### config.mk
export PLATFORM = sky130hd
export DESIGN_NAME = ahb_xfer_decode
export DESIGN_NICKNAME = d
export VERILOG_FILES = /design/src/verilog/ahb_ram_pkg.sv /design/src/verilog/ahb_xfer_decode.sv
export SDC_FILE = /design/constraint.sdc
export NUM_CORES = 1
export LEC_CHECK = 0
export BUFFER_PORTS_ARGS = -buffer_cell sky130_fd_sc_hd__buf_2
export CAP_MARGIN = 20
export CORE_AREA = 4 4 58 60
export DETAILED_ROUTE_END_ITERATION = 8
export DIE_AREA = 0 0 62 64
export GPL_TIMING_DRIVEN = 0
export PLACE_DENSITY = 0.53
export SLEW_MARGIN = 20
export SYNTH_ARGS = -nofsm -noshare
export SYNTH_HDL_FRONTEND = slang
export SYNTH_SLANG_ARGS = --single-unit
### constraint.sdc
create_clock -name hclk -period 1.2 [get_ports hclk]
set_clock_uncertainty 0.1 [all_clocks]
set_input_delay 0.06 -clock hclk [delete_from_list [all_inputs] [get_ports hclk]]
set_output_delay 0.06 -clock hclk [all_outputs]
set_load 0.02 [all_outputs]
### src/verilog/ahb_ram_pkg.sv
//**************************************************************************
// Sizes fixed for a 16 KB RAM on a 32-bit AHB-Lite bus
// Transfers wider than a word are treated as word transfers
//**************************************************************************

package ahb_ram_pkg;

   // Memory geometry
   localparam int ram_addr_w = 14;               // Byte address bits on haddr
   localparam int ram_word_w = ram_addr_w - 2;   // Word index bits
   localparam int ram_depth  = 4096;             // 32-bit words
   localparam int data_w     = 32;               // AHB data bus
   localparam int lane_n     = data_w / 8;       // Byte lanes per word

   // Only OKAY is ever returned
   localparam logic hresp_okay = 1'b0;

   // HTRANS encodings
   typedef enum logic [1:0] {
      trans_idle   = 2'b00,
      trans_busy   = 2'b01,
      trans_nonseq = 2'b10,
      trans_seq    = 2'b11
   } htrans_e;

   // HSIZE encodings, byte to word only
   typedef enum logic [2:0] {
      size_byte = 3'b000,
      size_half = 3'b001,
      size_word = 3'b010
   } hsize_e;

   // Byte lanes touched by a transfer, little endian
   function automatic logic [lane_n-1:0] lane_mask(
      input hsize_e     size,
      input logic [1:0] addr_lo
   );
      logic [lane_n-1:0] mask;
      case (size)
         size_byte: mask = 4'b0001 << addr_lo;   // One lane at the byte offset
         size_half: begin
            // Halfword picks lower or upper pair
            mask = addr_lo[1] ? 4'b1100 : 4'b0011;
         end
         default:   mask = 4'b1111;              // Word and anything wider
      endcase
      return mask;
   endfunction

endpackage

### src/verilog/ahb_xfer_decode.sv
//**************************************************************************
// Address phase only counts with hsel, hready and NONSEQ/SEQ all present
// Data-phase info is held while hready is low
//**************************************************************************

`timescale 1ns/1ps

module ahb_xfer_decode (
   input  logic                                hclk,
   input  logic                                arst_n,
   input  logic                                hsel,
   input  logic [ahb_ram_pkg::ram_addr_w-1:0]  haddr,
   input  ahb_ram_pkg::htrans_e                htrans,
   input  ahb_ram_pkg::hsize_e                 hsize,
   input  logic                                hwrite,
   input  logic                                hready,
   output logic                                rd_en,      // Read in this address phase
   output logic [ahb_ram_pkg::ram_word_w-1:0]  rd_word,    // Word for that read
   output logic [ahb_ram_pkg::ram_word_w-1:0]  wr_word,    // Word in write data phase
   output logic [ahb_ram_pkg::lane_n-1:0]      wr_lanes,   // Lanes to write, zero if none
   output logic                                rd_pending  // Read in data phase
);

   import ahb_ram_pkg::*;

   logic              active;     // NONSEQ or SEQ
   logic              accept;     // Address phase taken this edge
   logic [lane_n-1:0] lanes;      // Lanes of the current address phase

   // IDLE and BUSY carry no transfer
   assign active = (htrans == trans_nonseq) || (htrans == trans_seq);
   assign accept = hsel & hready & active;

   assign lanes = lane_mask(hsize, haddr[1:0]);

   // Read path goes straight to the RAM so data lands in the data phase
   assign rd_en   = accept & ~hwrite;
   assign rd_word = haddr[ram_addr_w-1:2];

   // Data-phase control
   // Only moves on edges where the bus advances
   always_ff @(posedge hclk or negedge arst_n) begin
      if (!arst_n) begin
         wr_lanes   <= '0;
         rd_pending <= 1'b0;
      end else if (hready) begin
         if (accept && hwrite) begin
            wr_lanes <= lanes;
         end else begin
            wr_lanes <= '0;                  // Read or no transfer
         end
         rd_pending <= accept & ~hwrite;
      end
   end

   // Write word index, payload only
   always_ff @(posedge hclk) begin
      if (accept && hwrite) begin
         wr_word <= haddr[ram_addr_w-1:2];   // Held until next write
      end
   end

endmodule

Word level (Yosys, flattened, before mapping)
Index checks and enable logic that the tools add are counted.
Word-level totals
  register bits after elaboration: 17
  input bits: 24
  output and inout port bits: 30
  word-level logic and storage cells: 17
Cells by class
  equality and inequality tests: 3
  shift-type cells: 1
  multiplexer cells: 3
  bitwise logic cells: 4
  reductions and logical operators: 3
Operators by type and width (number)
  2-to-1 mux 4 bit: 2
  case mux 4 bit (2 select lines): 1
  equality test 2 bit (second input constant): 2
  << shifter 1 x 2 -> 4 bit (first input constant): 1
  AND 1 bit: 3
  equality test 3 x 1 -> 1 bit (second input constant): 1
  logical NOT 3 bit: 1
  logical AND 1 bit: 1
  logical OR 1 bit: 1
  inverter 1 bit: 1

Depth between registers and ports, before layout
  depth in word-level cells: 5
  gate-level depth with buffers: 3
  depth with buffers taken out: 3

Least setup slack after synthesis
OpenSTA, ideal clock, no wires.
  kind: input to register
  start: input port hwrite
  end: register wr_word[0] (netlist name), enable pin
  library setup time: 348 ps
  arrival: 474 ps
  path slack: 278 ps
  cell stages on the path: 2
  path through: nand4_2 inv_1
Between the ends
  cells in the longest elaborated chain, start to end: 1
RTL lines
  start: declaration: line ahb_xfer_decode.sv:15  | input logic hwrite,
  logical AND 1 bit: line ahb_xfer_decode.sv:58  | if (accept && hwrite) begin
  end signal: assignment: line ahb_xfer_decode.sv:59  | wr_word <= haddr[ram_addr_w-1:2];
  end: declaration: line ahb_xfer_decode.sv:19  | output logic [ahb_ram_pkg::ram_word_w-1:0] wr_word,
No other way between the ends.
A chain may end at the register's enable or synchronous reset.

Final worst setup path
  start: input port haddr[2] (netlist name)
  end: output port rd_word[0] (netlist name)
RTL lines
  start: declaration: line ahb_xfer_decode.sv:12  | input logic [ahb_ram_pkg::ram_addr_w-1:0] haddr,
  end: declaration: line ahb_xfer_decode.sv:18  | output logic [ahb_ram_pkg::ram_word_w-1:0] rd_word,
No word-level cell between the ends.

==> impl_metrics.tcl <==
set metrics [dict create \
    ys_seq_area_share_pct 69.29 \
    max_freq_ghz 0.8626 \
    grt_pass1_wl_mm 2.766 \
    clockBufferDepth 2 \
    power.leakage_nw 0.6024 \
    synth_area_leaders "edfxtp_1, dfrtp_1, buf_4" \
    combinationalPowerShare_pct 20.9 \
    cts_tree "done" \
    setup_viol 0 \
    grt_use_total_pct 9.488 \
    cts_buffers 3 \
    arrival_ns 1.00 \
    clkLatencyLatePin_ns 0.28 \
    path_class "in2out" \
    hp-class "in2reg" \
    cp-end-kind "primary output" \
    drtIter0Drc 6 \
    swShare_pct 25.13 \
    hold_viol 0 \
    power.density_nw_per_um2 983.6 \
    drv_slew 0 \
    nets 152 \
    synth-main-ff-cell "edfxtp_1" \
    die_area_sq_um 3968 \
    min_period_ns 1.159 \
    antenna_found_initial 0 \
    synth_top_area_cell "edfxtp_1" \
    crit_family "buffers and inverters" \
    die_w_um 62 \
    grt_max_degree 14 \
    synth-seq-cells 17 \
    clk_pin_slew_ns 0.10 \
    htree_levels 1 \
    io_buffers 52 \
    clock_power_share_pct 24.6 \
    ioPinCount 54 \
    synth_cell_types 14 \
    vias_per_cell 3.919 \
    rsz0062_at_grt "no" \
    slew_headroom_pct 67.06 \
    postCtsSetupBuffers 0 \
    overflow 0 \
    max_cap_viol_count 0 \
    start_kind "primary input" \
    timing.critical_path.cells "dlygate4sd3_1, buf_2, buf_4, buf_2" \
    p_switching_mw 0.3040 \
    critPathBufInv 4 \
    syn2layout_area_growth_pct 75.54 \
    crit_slowest_cell "dlygate4sd3_1" \
    route.detailed.drc 0 \
    antenna_cells 0 \
    dp.cells 136 \
    wire_per_inst_um 11.06 \
    cp_slowest_stage_delay_ns 0.54 \
    vias 627 \
    synthTopCellsByCount "buf_4, edfxtp_1, inv_1" \
    synthCells 51 \
    ant_nets 0 \
    worst_pin_slew_ns 0.4935 \
    fp-row-count 20 \
    yosys_warnings 0 \
    die_h_um 64 \
    synth-edff-count 12 \
    dr.pass1.iters 2 \
    clock-sinks 17 \
    required_ns 1.04 \
    core_area_sq_um 2928 \
    synthesis.nets 75 \
    peakVddDrop_mv 0.6749 \
    drt-total-wl_mm 1.769 \
    syn_avg_cell_area_sq_um 13.74 \
    final_util_pct 42.01 \
    outcome "finished clean" \
    layout.cells.non_filler 160 \
    timing.final.crit_share_pct 96.61 \
    crit_fanout 2 \
    yosysTopAreaCellShare_pct 51.43 \
    synthArstFlopShare_pct 29.41 \
    start_util_pct 23.93 \
    gp_congestion 0.6506 \
    pwr-share-seq_pct 54.6 \
    grt_pass1_vias 653 \
    crit_top_cell "buf_2" \
    p_int_mw 0.9058 \
    root_buffer "clkbuf_4" \
    drive_above_1_share_pct 54.33 \
    synth_area_sq_um 700.7 \
]
## cells by family after synthesis
| kind of cell | after synthesis | share of synthesized area [%] |
|---|---|---|
| buffers and inverters | 18 | 16.07 |
| flip-flops | 17 | 69.29 |
| AO/OA/AOI/OAI | 10 | 9.642 |
| AND/OR/NAND/NOR | 6 | 4.999 |
## tightest hold or removal path, stage by stage
cell and delay (ns):
buf_2 0.08, nor2_1 0.05, o21ai_0 0.07, a22o_1 0.12
## final timing paths
| path | from | to | slack (ns) | depth (start not counted) |
|---|---|---|---|---|
| worst max-delay path | haddr[2] | rd_word[0] | 0.04 | 4 |
| worst min register to register | wr_lanes[2]$_DFFE_PN0P_ | wr_lanes[2]$_DFFE_PN0P_ | 0.42 | 1 |
| worst min-delay path | hsize[1] | wr_lanes[1]$_DFFE_PN0P_ | 0.02 | 4 |
| max in group asynchronous | arst_n | wr_lanes[0]$_DFFE_PN0P_ | 0.30 | 3 |
| min in group asynchronous | arst_n | wr_lanes[1]$_DFFE_PN0P_ | 0.55 | 3 |
| worst max register to register | wr_lanes[1]$_DFFE_PN0P_ | wr_lanes[1]$_DFFE_PN0P_ | 0.37 | 1 |
## sequential cells by signal (all words and copies together), names as in the netlist
signal      cells
rd_pending      1
wr_lanes        4
wr_word        12
## layout make-up
type / count / area, sq um
plain buffers: 12 / 90.09
clock buffers: 3 / 22.52
inverters: 6 / 22.52
flip-flops and latches: 17 / 485.5
repair buffers: 72 / 460.4
multi-input cells: 16 / 102.6
clock inverters: 1 / 5.005
fillers: 282 / 1698
well taps: 33 / 41.29
## through the flow
step	setup WS [ns]	hold slack (ns)	setup TNS (ns)	power (mW)	instance area, sq um
global placement	-0.04391	-0.2164	-0.5240	0.8744	1002
CTS	0.04575	0.004638	0	1.227	1230
finish	0.04074	0.01752	0	1.210	1230
global route	0.009094	0.02173	0	1.281	1230
floorplan	0.2783	-0.3356	0	0.7831	700.7
detailed placement	-0.04225	-0.2188	-0.5050	0.8782	1002
## metal layers
| metal | GRT usage [%] | up-vias | routed length (um) |
|---|---|---|---|
| li1 | - | 317 | - |
| met1 | 10.24 | 277 | 641 |
| met2 | 16.58 | 31 | 941 |
| met3 | 2.626 | 2 | 176 |
| met4 | 3.979 | 0 | 8 |
| met5 | 0 | - | 0 |
## power by group through the flow
stage / Clock [mW] / Sequential, mW / Combinational [mW]
6_report: 0.297 / 0.660 / 0.253
5_1_grt: 0.344 / 0.662 / 0.275
4_1_cts: 0.313 / 0.660 / 0.254
3_5_place_dp: 0 / 0.672 / 0.206
3_3_place_gp: 0 / 0.673 / 0.202
2_1_floorplan: 0 / 0.701 / 0.0821
## placed cells by master (no fill, tap or decap)
master / instances
edfxtp_1: 12
nand2b_1: 1
nand3_1: 1
dfrtp_1: 5
buf_4: 12
a21o_1: 1
nor2_1: 3
dlygate4sd3_1: 20
buf_2: 52
clkbuf_4: 3
o2bb2ai_1: 1
o22ai_1: 2
inv_1: 6
nand4_2: 1
clkinv_2: 1
o21ai_0: 3
a22o_1: 1
a21boi_0: 2
## timing repair
| item | CTS | global route |
|---|---|---|
| gates resized for setup | 0 | 0 |
| hold endpoints to repair | 21 | 0 |
| endpoints found under the setup margin | 0 | 0 |
| hold buffers | 20 | 0 |
No activity file was read; power rests on OpenSTA's default activity.
