`src/verilog/ahb_ram_pkg.sv`:
```
//**************************************************************************
// Sizes fixed for a 16 KB RAM on a 32-bit AHB-Lite bus
// Transfers wider than a word are treated as word transfers
//**************************************************************************

package ahb_ram_pkg;

   // Memory geometry
   localparam int ram_addr_w = 14;               // Byte address bits on haddr
   localparam int ram_word_w = ram_addr_w - 2;   // Word index bits
   localparam int ram_depth  = 4096;             // 32-bit words
   localparam int data_w     = 32;               // AHB data bus
   localparam int lane_n     = data_w / 8;       // Byte lanes per word

   // Only OKAY is ever returned
   localparam logic hresp_okay = 1'b0;

   // HTRANS encodings
   typedef enum logic [1:0] {
      trans_idle   = 2'b00,
      trans_busy   = 2'b01,
      trans_nonseq = 2'b10,
      trans_seq    = 2'b11
   } htrans_e;

   // HSIZE encodings, byte to word only
   typedef enum logic [2:0] {
      size_byte = 3'b000,
      size_half = 3'b001,
      size_word = 3'b010
   } hsize_e;

   // Byte lanes touched by a transfer, little endian
   function automatic logic [lane_n-1:0] lane_mask(
      input hsize_e     size,
      input logic [1:0] addr_lo
   );
      logic [lane_n-1:0] mask;
      case (size)
         size_byte: mask = 4'b0001 << addr_lo;   // One lane at the byte offset
         size_half: begin
            // Halfword picks lower or upper pair
            mask = addr_lo[1] ? 4'b1100 : 4'b0011;
         end
         default:   mask = 4'b1111;              // Word and anything wider
      endcase
      return mask;
   endfunction

endpackage

```
`src/verilog/ahb_read_merge.sv`:
```
//**************************************************************************
// Forwards bytes of a write whose data phase overlaps a read address phase
// Never stalls, response is always OKAY
//**************************************************************************

`timescale 1ns/1ps

module ahb_read_merge (
   input  logic                                hclk,
   input  logic                                arst_n,
   input  logic [ahb_ram_pkg::ram_word_w-1:0]  rd_word,
   input  logic                                rd_en,
   input  logic [ahb_ram_pkg::ram_word_w-1:0]  wr_word,
   input  logic [ahb_ram_pkg::lane_n-1:0]      wr_lanes,
   input  logic [ahb_ram_pkg::data_w-1:0]      hwdata,
   input  logic [ahb_ram_pkg::data_w-1:0]      dout,
   input  logic                                rd_pending,
   output logic [ahb_ram_pkg::data_w-1:0]      hrdata,
   output logic                                hreadyout,
   output logic                                hresp
);

   import ahb_ram_pkg::*;

   logic              hit;         // Read word equals word being written
   logic              fwd_hit;     // Registered hit for the read data phase
   logic [lane_n-1:0] fwd_lanes;   // Lanes written under the read
   logic [data_w-1:0] fwd_data;    // Their write data

   // Write data phase and read address phase on the same word
   assign hit = (rd_word == wr_word) && (wr_lanes != '0);

   always_ff @(posedge hclk or negedge arst_n) begin
      if (!arst_n) begin
         fwd_hit <= 1'b0;
      end else if (rd_en) begin
         fwd_hit <= hit;             // Kept until next read
      end
   end

   // Forward payload, captured alongside the RAM read
   always_ff @(posedge hclk) begin
      if (rd_en) begin
         fwd_lanes <= wr_lanes;
         fwd_data  <= hwdata;
      end
   end

   // Lane by lane merge of new bytes over RAM data
   always_comb begin
      for (int i = 0; i < lane_n; i++) begin
         if (rd_pending && fwd_hit && fwd_lanes[i]) begin
            hrdata[8*i +: 8] = fwd_data[8*i +: 8];   // Newly written byte
         end else begin
            hrdata[8*i +: 8] = dout[8*i +: 8];
         end
      end
   end

   // Zero wait states
   assign hreadyout = 1'b1;
   assign hresp     = hresp_okay;

endmodule

```
`config.mk`:
```
export PLATFORM = sky130hd
export DESIGN_NAME = ahb_read_merge
export DESIGN_NICKNAME = d
export VERILOG_FILES = /design/src/verilog/ahb_ram_pkg.sv /design/src/verilog/ahb_read_merge.sv
export SDC_FILE = /design/constraint.sdc
export NUM_CORES = 1
export LEC_CHECK = 0
export BUFFER_PORTS_ARGS = -buffer_cell sky130_fd_sc_hd__buf_2
export CORE_MARGIN = 3
export CORE_UTILIZATION = 42
export DETAILED_ROUTE_END_ITERATION = 6
export PLACE_DENSITY = 0.95
export SLEW_MARGIN = 10
export SYNTH_ARGS = -nofsm -noshare
export SYNTH_HDL_FRONTEND = slang
export SYNTH_SLANG_ARGS = --single-unit
```
`constraint.sdc`:
```
create_clock -name hclk -period 1.67 [get_ports hclk]
set_clock_uncertainty 0.05 [all_clocks]
set_input_delay 0.167 -clock hclk [delete_from_list [all_inputs] [get_ports hclk]]
set_output_delay 0.167 -clock hclk [all_outputs]
set_load 0.01 [all_outputs]
```
=== Yosys cells after proc, flatten, opt, wreduce, memory -nomap -nowiden ===
Index checks and enable logic that the tools add are counted.
Widths: inputs -> output; s select.

* Eq/ne operators: 1
* Mux-type cells: 4
* Reduce and logical (&&, ||, !) cells: 7

{| class="wikitable"
|+ Operator list
! operator !! count
|-
| $mux 8 || 4
|-
| $eq 12x12->1 || 1
|-
| $logic_and 1x1->1 || 6
|-
| $reduce_bool 4->1 || 1
|}

* Register bits after elaboration: 37
* Input bits: 96
* Output and inout bits: 34
* Word-level logic and storage cells: 15

=== Longest topological paths before layout ===
Gate-level depths: netlist (run 1).

* Word-level depth: 3
* Mapped depth: 4

=== Worst setup path after synthesis (run 1) ===
OpenSTA, ideal clock, no wires.

* Path type: register to output
* Start point: register fwd_hit
* End point: output hrdata[10] (netlist bit)
* Arrival: 1010 ps
* Slack: 443 ps
* Stages on the path, launching flop included: 4
* Path buffers: 1
* Cells stage by stage: dfrtp_1 -> buf_2 -> nand3_2 -> mux2_2

* Cells in the longest elaborated chain, start to end: 3

{| class="wikitable"
|+ Ends and longest elaborated chain
! item !! RTL line !! source
|-
| from (decl) || ahb_read_merge.sv:26 || <nowiki>logic fwd_hit;</nowiki>
|-
| from (signal assigned) || ahb_read_merge.sv:37 || <nowiki>fwd_hit <= hit;</nowiki>
|-
| $logic_and 1x1->1 (2 in series) || ahb_read_merge.sv:52 || <nowiki>if (rd_pending && fwd_hit && fwd_lanes[i]) begin</nowiki>
|-
| $mux 8 || ahb_read_merge.sv:52 ||
|-
| to (decl) || ahb_read_merge.sv:18 || <nowiki>output logic [ahb_ram_pkg::data_w-1:0] hrdata,</nowiki>
|}

No other way between the ends.

=== Worst setup path in the final report (run 1) ===
* Start point: register fwd_hit
* End point: output hrdata[17] (netlist bit)

Same word-level chain as after synthesis.

==> results.toml, run 1 <==
[critical_path]
critical_path_data_required_time_ps = 1450
cp.arrival_ps = 1440
timing.reg2reg.setup_slack_ps = 810
timing.critical_path.buf_inv = 1
cp-start-kind = "flip-flop"
endpoint_kind = "output port"
critical_path.max_stage_delay_ps = 490
critical_path.slowest_cell = "sky130_fd_sc_hd__dfrtp_2"
path_max_fanout = 8
critical_path.top_delay_family = "flip-flops"
path_cells = "nand3_4 -> mux2_2 -> buf_2"
worstSetupPathType = "reg2out"

[timing]
fmax_mhz = 604.0
timing_hold_violations_final = 0
whs_ps = 8.805
timing.final.setup_violations = 0
timing.final.max_slew_violations = 0
timing.final.crit_share = 0.9914
rsz0062_at_grt = "yes"
timing.setup.tns_ps = 0
post-route-min-period_ps = 1656

[logic_synthesis]
flip_flop_and_latch_count_after_synthesis = 37
cell_type_with_the_highest_aggregate_area_in_the_netlist = "sky130_fd_sc_hd__edfxtp_1"
synth.net_count = 193
synthTopCellsByArea = "sky130_fd_sc_hd__edfxtp_1, sky130_fd_sc_hd__mux2_2, sky130_fd_sc_hd__xor2_1"
yosysSeqAreaShare = 0.6582
number_of_synthesized_flops_with_an_enable_pin = 36
mappedNetlistArea_sq_um = 1680
async_reset_ff_frac = 0.02703
ys_warn_count = 0
synth_cell_types = 13
synth_top_area_share = 0.6433
netlist_top_cells_count = "sky130_fd_sc_hd__edfxtp_1, sky130_fd_sc_hd__mux2_2, sky130_fd_sc_hd__xor2_1"
synth_most_common_cell = "sky130_fd_sc_hd__edfxtp_1"
synth_flop_cell = "sky130_fd_sc_hd__edfxtp_1"
number_of_instances_in_the_synthesized_netlist = 97
synthesized_area_divided_by_synthesized_cell_count_sq_um = 17.32

[global_routing]
grt_first_pass_wirelength_microns = 6817
globalRoute.totalOverflow = 0
grt_util_all_layers = 0.1806
initial_antenna_violation_count = 0
grt_pass1_vias = 1517
pin_count_of_the_biggest_net_entering_global_routing = 39

[placement]
dpl-instance-area_sq_um = 2376
routabilityCongestion = 0.7214
total_half_perimeter_wirelength_after_legalization_and_detailed_placement_microns = 3239
port_buffers = 127
post_place_cells = 270

[die]
floorplan.core_area_sq_um = 3771
die_y_extent_microns = 69.25
ioPinCount = 130
fp.dieW_microns = 69.25
start_util = 0.4456
die_area_sq_um = 4796
row_count = 22

[cells_and_area]
area_occupied_by_multi_input_gates_sq_um = 595.6
layout_area_overhead_pct = 61.50
layout.nets = 341
num_antenna_cells = 0
finish.instance_area_sq_um = 2714
final_core_utilization = 0.7196
drive_above_1_share = 0.6951
seqCellArea_sq_um = 1107
layoutNonFillerInstCount = 294
n_fill_cell = 250

[run]
timing.max_cap.violations = 0

[route]
first_pass_iters = 4
finalWirelength_microns = 4617
detail_route.vias_per_cell = 4.762
detail_route.wl_per_cell_microns = 15.70
antenna_left = 0
via_count = 1400
drt_drc_violations_left = 0
drt_first_iter_violations = 55

[cts]
worstSkewPairLatency_ps = 280
clk_path_buf_depth = 2
numClockSinks = 37
buffer_type_at_the_clock_tree_root = "sky130_fd_sc_hd__clkbuf_8"
cts-buffers-inserted = 5
h_tree_depth = 2
worst_setup_hold_path_clk_slew_ps = 70
tritoncts = "done"

[pwr]
power.density_nw_per_um2 = 800.6
vdd_ir_drop_max_v = 0.0005551
leakage_dissipation_nw = 1.213

[min_path]
min_path_type = "in2reg"

[outcome]
run_status = "completed"
## routing by layer
metal | wire length [microns] | part of all wire | up-vias | track usage
li1 | - | - | 666 | -
met3 | 410 | 0.089 | 10 | 0.06087
met5 | 0 | 0 | - | 0
met2 | 2592 | 0.56 | 90 | 0.3305
met1 | 1538 | 0.33 | 634 | 0.1992
met4 | 76 | 0.016 | 0 | 0.04555
## layout by cell type (no fill, tap or decap), drive strengths merged
cell type	count
buf	128
edfxtp	36
mux2	32
dlygate4sd3	16
xor2	7
clkbuf	6
xnor2	5
nand3	4
nor4	3
nand4	2
conb	2
inv	1
o22ai	1
clkinv	1
bufinv	1
dfrtp	1
## worst reg2reg max path: cells and delay by family (launching register included)
family	cells	cell delay, ps
compound gates	1	160
flops	1	490
buf+inv	1	90
## flip-flops by register name (all words and copies together) (netlist names)
register   cells
fwd_data      32
fwd_lanes      4
fwd_hit        1
## per-stage QoR
step                      setup slack (ps)  power (mW)
after floorplan                      442.6       1.222
after global placement               312.4       1.392
after detailed placement             257.7       1.409
after CTS                           -16.03       2.157
after global routing                -55.40       2.273
final                                14.34       2.173
## report_power, final
group	switching, mW	internal, mW
Combinational	0.129	0.188
Clock	0.295	0.441
Sequential	0.0230	1.10
Total	0.447	1.73
## path summary, 6_finish.rpt
kind	cells past startpoint	to	startpoint
min in group asynchronous	2	fwd_hit	arst_n
max in group asynchronous	2	fwd_hit	arst_n
setup / recovery	3	hrdata[17]	fwd_hit
setup reg to reg	2	fwd_hit	fwd_hit
hold / removal	1	fwd_data[8]	hwdata[8]
hold reg to reg	2	fwd_hit	fwd_hit
## what timing repair did
action / CTS / global route
resized for setup: 1 / 12
endpoints found under the setup margin: 32 / 32
pin swaps: 0 / 2
hold buffers: 11 / 5
buffers inserted: 0 / 0
endpoints found under the hold margin: 11 / 5
## cell families after synthesis
| kind of cell | after synthesis | synth area share |
|---|---|---|
| DFF | 37 | 0.6582 |
| muxes | 32 | 0.2144 |
| xor gates and xnor gates | 12 | 0.06255 |
| and+or+nand+nor | 9 | 0.04244 |
| buffers and inverters | 4 | 0.01414 |
| other | 2 | 0.004469 |
| AOI/OAI and AO/OA | 1 | 0.003725 |
## layout make-up
class / instances / share of cell area
Sequential cell: 37 / 0.4080
Timing Repair Buffer: 144 / 0.3098
Multi-Input combinational cell: 56 / 0.2195
Clock buffer: 6 / 0.02674
Tap cell: 48 / 0.02213
Clock inverter: 2 / 0.01245
Inverter: 1 / 0.001383
Power figures use the tool's default switching activity.
==> run 2, diff against run 1 <==
--- a/config.mk
+++ b/config.mk
@@ -6,6 +6,7 @@
 export NUM_CORES = 1
 export LEC_CHECK = 0
 export BUFFER_PORTS_ARGS = -buffer_cell sky130_fd_sc_hd__buf_2
+export CORE_ASPECT_RATIO = 0.6
 export CORE_MARGIN = 3
 export CORE_UTILIZATION = 42
 export DETAILED_ROUTE_END_ITERATION = 6
==> run 2 against run 1 <==
Clock-buffer cell count fell by 1; sequential power is essentially flat; non-clock buffer count down 7; critical endpoint is now hrdata[21]; largest cell class unchanged.
==> results.toml, run 2 (synthesized netlist as in run 1, its figures left out) <==
[global_routing]
pin_count_of_the_biggest_net_entering_global_routing = 23
initial_antenna_violation_count = 0
grt_pass1_vias = 1388
grt_first_pass_wirelength_microns = 6154
globalRoute.totalOverflow = 0
grt_util_all_layers = 0.1809

[critical_path]
path_cells = "nand3_4 -> mux2_2 -> buf_2"
path_max_fanout = 8
critical_path.max_stage_delay_ps = 500
critical_path_data_required_time_ps = 1450
timing.reg2reg.setup_slack_ps = 780
cp-start-kind = "flip-flop"
cp.arrival_ps = 1450
critical_path.slowest_cell = "sky130_fd_sc_hd__dfrtp_2"
endpoint_kind = "output port"
worstSetupPathType = "reg2out"

[die]
start_util = 0.4463
ioPinCount = 130
die_area_sq_um = 4821
fp.dieW_microns = 87.66
row_count = 17
floorplan.core_area_sq_um = 3765
die_y_extent_microns = 55.00

[cells_and_area]
layout.nets = 334
layout_area_overhead_pct = 57.71
regMostFlops = "fwd_data"
largest_register_ff_count = 32
drive_above_1_share = 0.7238
final_cell_mix = "sky130_fd_sc_hd__buf_2, sky130_fd_sc_hd__edfxtp_1, sky130_fd_sc_hd__mux2_2, sky130_fd_sc_hd__dlygate4sd3_1, sky130_fd_sc_hd__xor2_1"
top_regs = "fwd_data: 32 flops, fwd_lanes: 4 flops, fwd_hit: 1 flops"
num_antenna_cells = 0
final_common_cell = "sky130_fd_sc_hd__buf_2"

[min_path]
min_path_type = "in2reg"

[pwr]
power.density_nw_per_um2 = 874.1
vdd_ir_drop_max_v = 0.0005797
leakage_dissipation_nw = 1.184
p_total_mw = 2.316

[route]
via_count = 1337
drt_first_iter_violations = 62
antenna_left = 0
detail_route.vias_per_cell = 4.675
detail_route.wl_per_cell_microns = 15.22
first_pass_iters = 4
drt_drc_violations_left = 0
finalWirelength_microns = 4354

[cts]
worst_setup_hold_path_clk_slew_ps = 80
worstSkewPairLatency_ps = 280
tritoncts = "done"
h_tree_depth = 2
cts_post_setup_buffers_inserted = 0
buffer_type_at_the_clock_tree_root = "sky130_fd_sc_hd__clkbuf_8"
clk_path_buf_depth = 2
numClockSinks = 37
cts-buffers-inserted = 5

[timing]
timing.final.crit_share = 0.9989
rsz0062_at_grt = "yes"
timing.final.max_slew_violations = 0
fmax_mhz = 599.4
timing_hold_violations_final = 0
post-route-min-period_ps = 1668
timing.final.setup_violations = 0
whs_ps = 5.872

[placement]
routabilityCongestion = 0.7756
total_half_perimeter_wirelength_after_legalization_and_detailed_placement_microns = 3425
port_buffers = 127

[run]
timing.max_cap.violations = 0

[outcome]
run_status = "completed"
run 2: cell count changes in the layout (fill, tap and decap cells not counted), sizes merged:
cell / delta
dlygate4sd3: -7
bufinv: +1
clkbuf: -1
run 2: stage by stage:
step	cell area, sq um	setup TNS [ps]	util	worst slack (ps)	cells
floorplan	1680	0	-	442.6	97
global placement	2375	0	0.6308	277.6	269
detailed placement	2375	0	0.6308	232.7	269
CTS	2570	-12.29	0.6826	-10.46	280
global route	2650	-939.1	0.7039	-45.33	286
finish	2650	0	0.7039	1.759	286
run 2: worst paths after layout:
| kind | startpoint | cells past startpoint | endpoint |
|---|---|---|---|
| max in group asynchronous | arst_n | 2 | fwd_hit |
| worst min register to register | fwd_hit | 2 | fwd_hit |
| min in group asynchronous | arst_n | 2 | fwd_hit |
| worst max-delay path | fwd_hit | 3 | hrdata[21] |
| worst max register to register | fwd_hit | 2 | fwd_hit |
| worst min-delay path | hwdata[9] | 1 | fwd_data[9] |
run 2: final cells by class:
class	count	area [sq um]
sequential	37	1107
inverter	1	3.754
multi-input combinational	56	588.1
timing repair buffer	137	758.2
clock inverter	3	65.06
fill	268	1115
tap	47	58.81
clock buffer	5	68.82
run 2: critical path, delay by kind of cell, from the launching register on:
family	cells	cell delay (ps)
and+or+nand+nor	1	160
DFF	1	500
buffers and inverters	1	140
muxes	1	360
run 2: metal layers:
layer,track usage,part of all wire
met4,0.06122,0.0092
met5,0,0
met1,0.1966,0.36
met3,0.06509,0.094
met2,0.3363,0.53
run 2: report_power, final:
| group | internal [mW] | total, mW | leakage [nW] | switching (mW) |
|---|---|---|---|---|
| combinational | 0.172 | 0.290 | 0.751 | 0.118 |
| clock | 0.593 | 0.904 | 0.0681 | 0.311 |
| sequential | 1.10 | 1.12 | 0.365 | 0.0243 |
| total | 1.86 | 2.32 | 1.18 | 0.453 |
run 2: timing repair:
item / 4_1_cts / 5_1_grt
gates resized for setup: 5 / 4
cloned: 0 / 0
hold endpoints to repair: 3 / 6
pin swaps: 2 / 0
setup endpoints to repair: 32 / 32
hold buffers: 3 / 6
==> run 3, diff against run 2 <==
--- a/config.mk
+++ b/config.mk
@@ -5,12 +5,12 @@
 export SDC_FILE = /design/constraint.sdc
 export NUM_CORES = 1
 export LEC_CHECK = 0
-export BUFFER_PORTS_ARGS = -buffer_cell sky130_fd_sc_hd__buf_2
 export CORE_ASPECT_RATIO = 0.6
 export CORE_MARGIN = 3
-export CORE_UTILIZATION = 42
+export CORE_UTILIZATION = 55
 export DETAILED_ROUTE_END_ITERATION = 6
-export PLACE_DENSITY = 0.95
+export DONT_BUFFER_PORTS = 1
+export PLACE_DENSITY = 0.81
 export SLEW_MARGIN = 10
 export SYNTH_ARGS = -nofsm -noshare
 export SYNTH_HDL_FRONTEND = slang
==> run 3 against run 2 <==
Non-clock buffer count down 99; global-route usage up 1.2 points; fmax up 6.1%; utilization up 11 points; critical path type unchanged; worst hold slack better by 7.5 ps; final cell count down 37%; combinational power down 35%; sequential share of layout area up 8.9 points; first-iteration DRC count down 23%; die area down 22%.
==> results.toml, run 3 (synthesized netlist as in run 1, its figures left out) <==
[global_routing]
pin_count_of_the_biggest_net_entering_global_routing = 38
grt_util_all_layers = 0.1928
initial_antenna_violation_count = 0
grt_pass1_vias = 1083
globalRoute.totalOverflow = 0
grt_first_pass_wirelength_microns = 5430

[die]
ioPinCount = 130
row_count = 14
floorplan.core_area_sq_um = 2698
start_util = 0.6229
die_y_extent_microns = 48.82
die_area_sq_um = 3776
fp.dieW_microns = 77.36

[route]
detail_route.wl_per_cell_microns = 20.56
detail_route.vias_per_cell = 5.450
drt_drc_violations_left = 0
drt_first_iter_violations = 48
via_count = 981
antenna_left = 0
first_pass_iters = 4
finalWirelength_microns = 3700

[timing]
whs_ps = 13.33
fmax_mhz = 635.7
timing.final.max_slew_violations = 0
timing.final.setup_violations = 0
post-route-min-period_ps = 1573
rsz0062_at_grt = "no"
timing.final.crit_share = 0.9419
timing_hold_violations_final = 0
final.setup.worst_slack_ps = 96.99
timing.setup.tns_ps = 0

[pwr]
vdd_ir_drop_max_v = 0.0006667
leakage_dissipation_nw = 0.7618
power.density_nw_per_um2 = 855.5
p_total_mw = 1.867

[cells_and_area]
final_common_cell = "sky130_fd_sc_hd__dlygate4sd3_1"
num_antenna_cells = 0
layout.nets = 235
regMostFlops = "fwd_data"
final_cell_mix = "sky130_fd_sc_hd__dlygate4sd3_1, sky130_fd_sc_hd__edfxtp_1, sky130_fd_sc_hd__mux2_2, sky130_fd_sc_hd__xor2_1"
drive_above_1_share = 0.3071
finish.instance_area_sq_um = 2182
largest_register_ff_count = 32
layoutNonFillerInstCount = 180
top_regs = "fwd_data: 32 flops, fwd_lanes: 4 flops, fwd_hit: 1 flops"
layout_area_overhead_pct = 29.86
final_core_utilization = 0.8089

[cts]
h_tree_depth = 2
tritoncts = "done"
cts_post_setup_buffers_inserted = 0
clk_path_buf_depth = 2
worst_setup_hold_path_clk_slew_ps = 60
cts-buffers-inserted = 5
worstSkewPairLatency_ps = 270
buffer_type_at_the_clock_tree_root = "sky130_fd_sc_hd__clkbuf_8"
numClockSinks = 37

[critical_path]
worstSetupPathType = "reg2out"
critical_path_data_required_time_ps = 1450
critical_path.max_stage_delay_ps = 450
timing.critical_path.buf_inv = 0
crit_path_from = "fwd_hit"
endpoint_kind = "output port"
worst_setup_path_endpoint = "hrdata[28]"
worstReg2RegEnd = "fwd_hit"
critical_path.slowest_cell = "sky130_fd_sc_hd__dfrtp_1"
path_depth = 2
path_max_fanout = 8
path_cells = "nand3_2 -> mux2_2"
start_of_the_worst_register_to_register_path = "fwd_hit"
timing.reg2reg.setup_slack_ps = 860
cp-start-kind = "flip-flop"
r2r.worst_path.cells = 2
cp.arrival_ps = 1360
critical_path.top_delay_family = "flip-flops"

[placement]
pre_cts_slack_ps = 375.2
routabilityCongestion = 0.7746
post_place_cells = 134
port_buffers = 0
total_half_perimeter_wirelength_after_legalization_and_detailed_placement_microns = 2638
dpl-instance-area_sq_um = 1710

[min_path]
hold_start = "rd_en"
min_path_type = "in2reg"

[outcome]
run_status = "completed"

[run]
timing.max_cap.violations = 0
## run 3: timing repair
| item | 4_1_cts | 5_1_grt |
|---|---|---|
| hold endpoints to repair | 74 | 0 |
| resized for setup | 0 | 0 |
| hold buffers | 38 | 0 |
## run 3: layout make-up
class / instances / area, sq um
Sequential cell: 37 / 1106
Multi-Input combinational cell: 56 / 550.5
Fill cell: 165 / 515.5
Timing Repair Buffer: 38 / 390.4
Clock buffer: 5 / 68.82
Tap cell: 40 / 50.05
Clock inverter: 3 / 12.51
Inverter: 1 / 3.754
## run 3: power breakdown
group	total [mW]	switching, mW	internal, mW
registers	1.12	0.0194	1.10
logic	0.189	0.0781	0.111
clock network	0.560	0.280	0.280
## run 3: routing by layer
| metal | track usage | wire, microns | share of wire |
|---|---|---|---|
| met5 | 0 | 0 | 0 |
| met4 | 0.06213 | 31 | 0.0084 |
| met3 | 0.09225 | 404 | 0.11 |
| met2 | 0.3395 | 2002 | 0.54 |
| met1 | 0.2047 | 1262 | 0.34 |
## run 3: worst min-delay path by stage
stage / to / slack (ps) / depth (start not counted)
2_1_floorplan: fwd_hit / -180 / 0
3_3_place_gp: fwd_hit / -180 / 0
3_5_place_dp: fwd_hit / -180 / 0
4_1_cts: fwd_hit / 3 / 2
5_1_grt: fwd_hit / 10 / 2
6_report: fwd_hit / 10 / 2
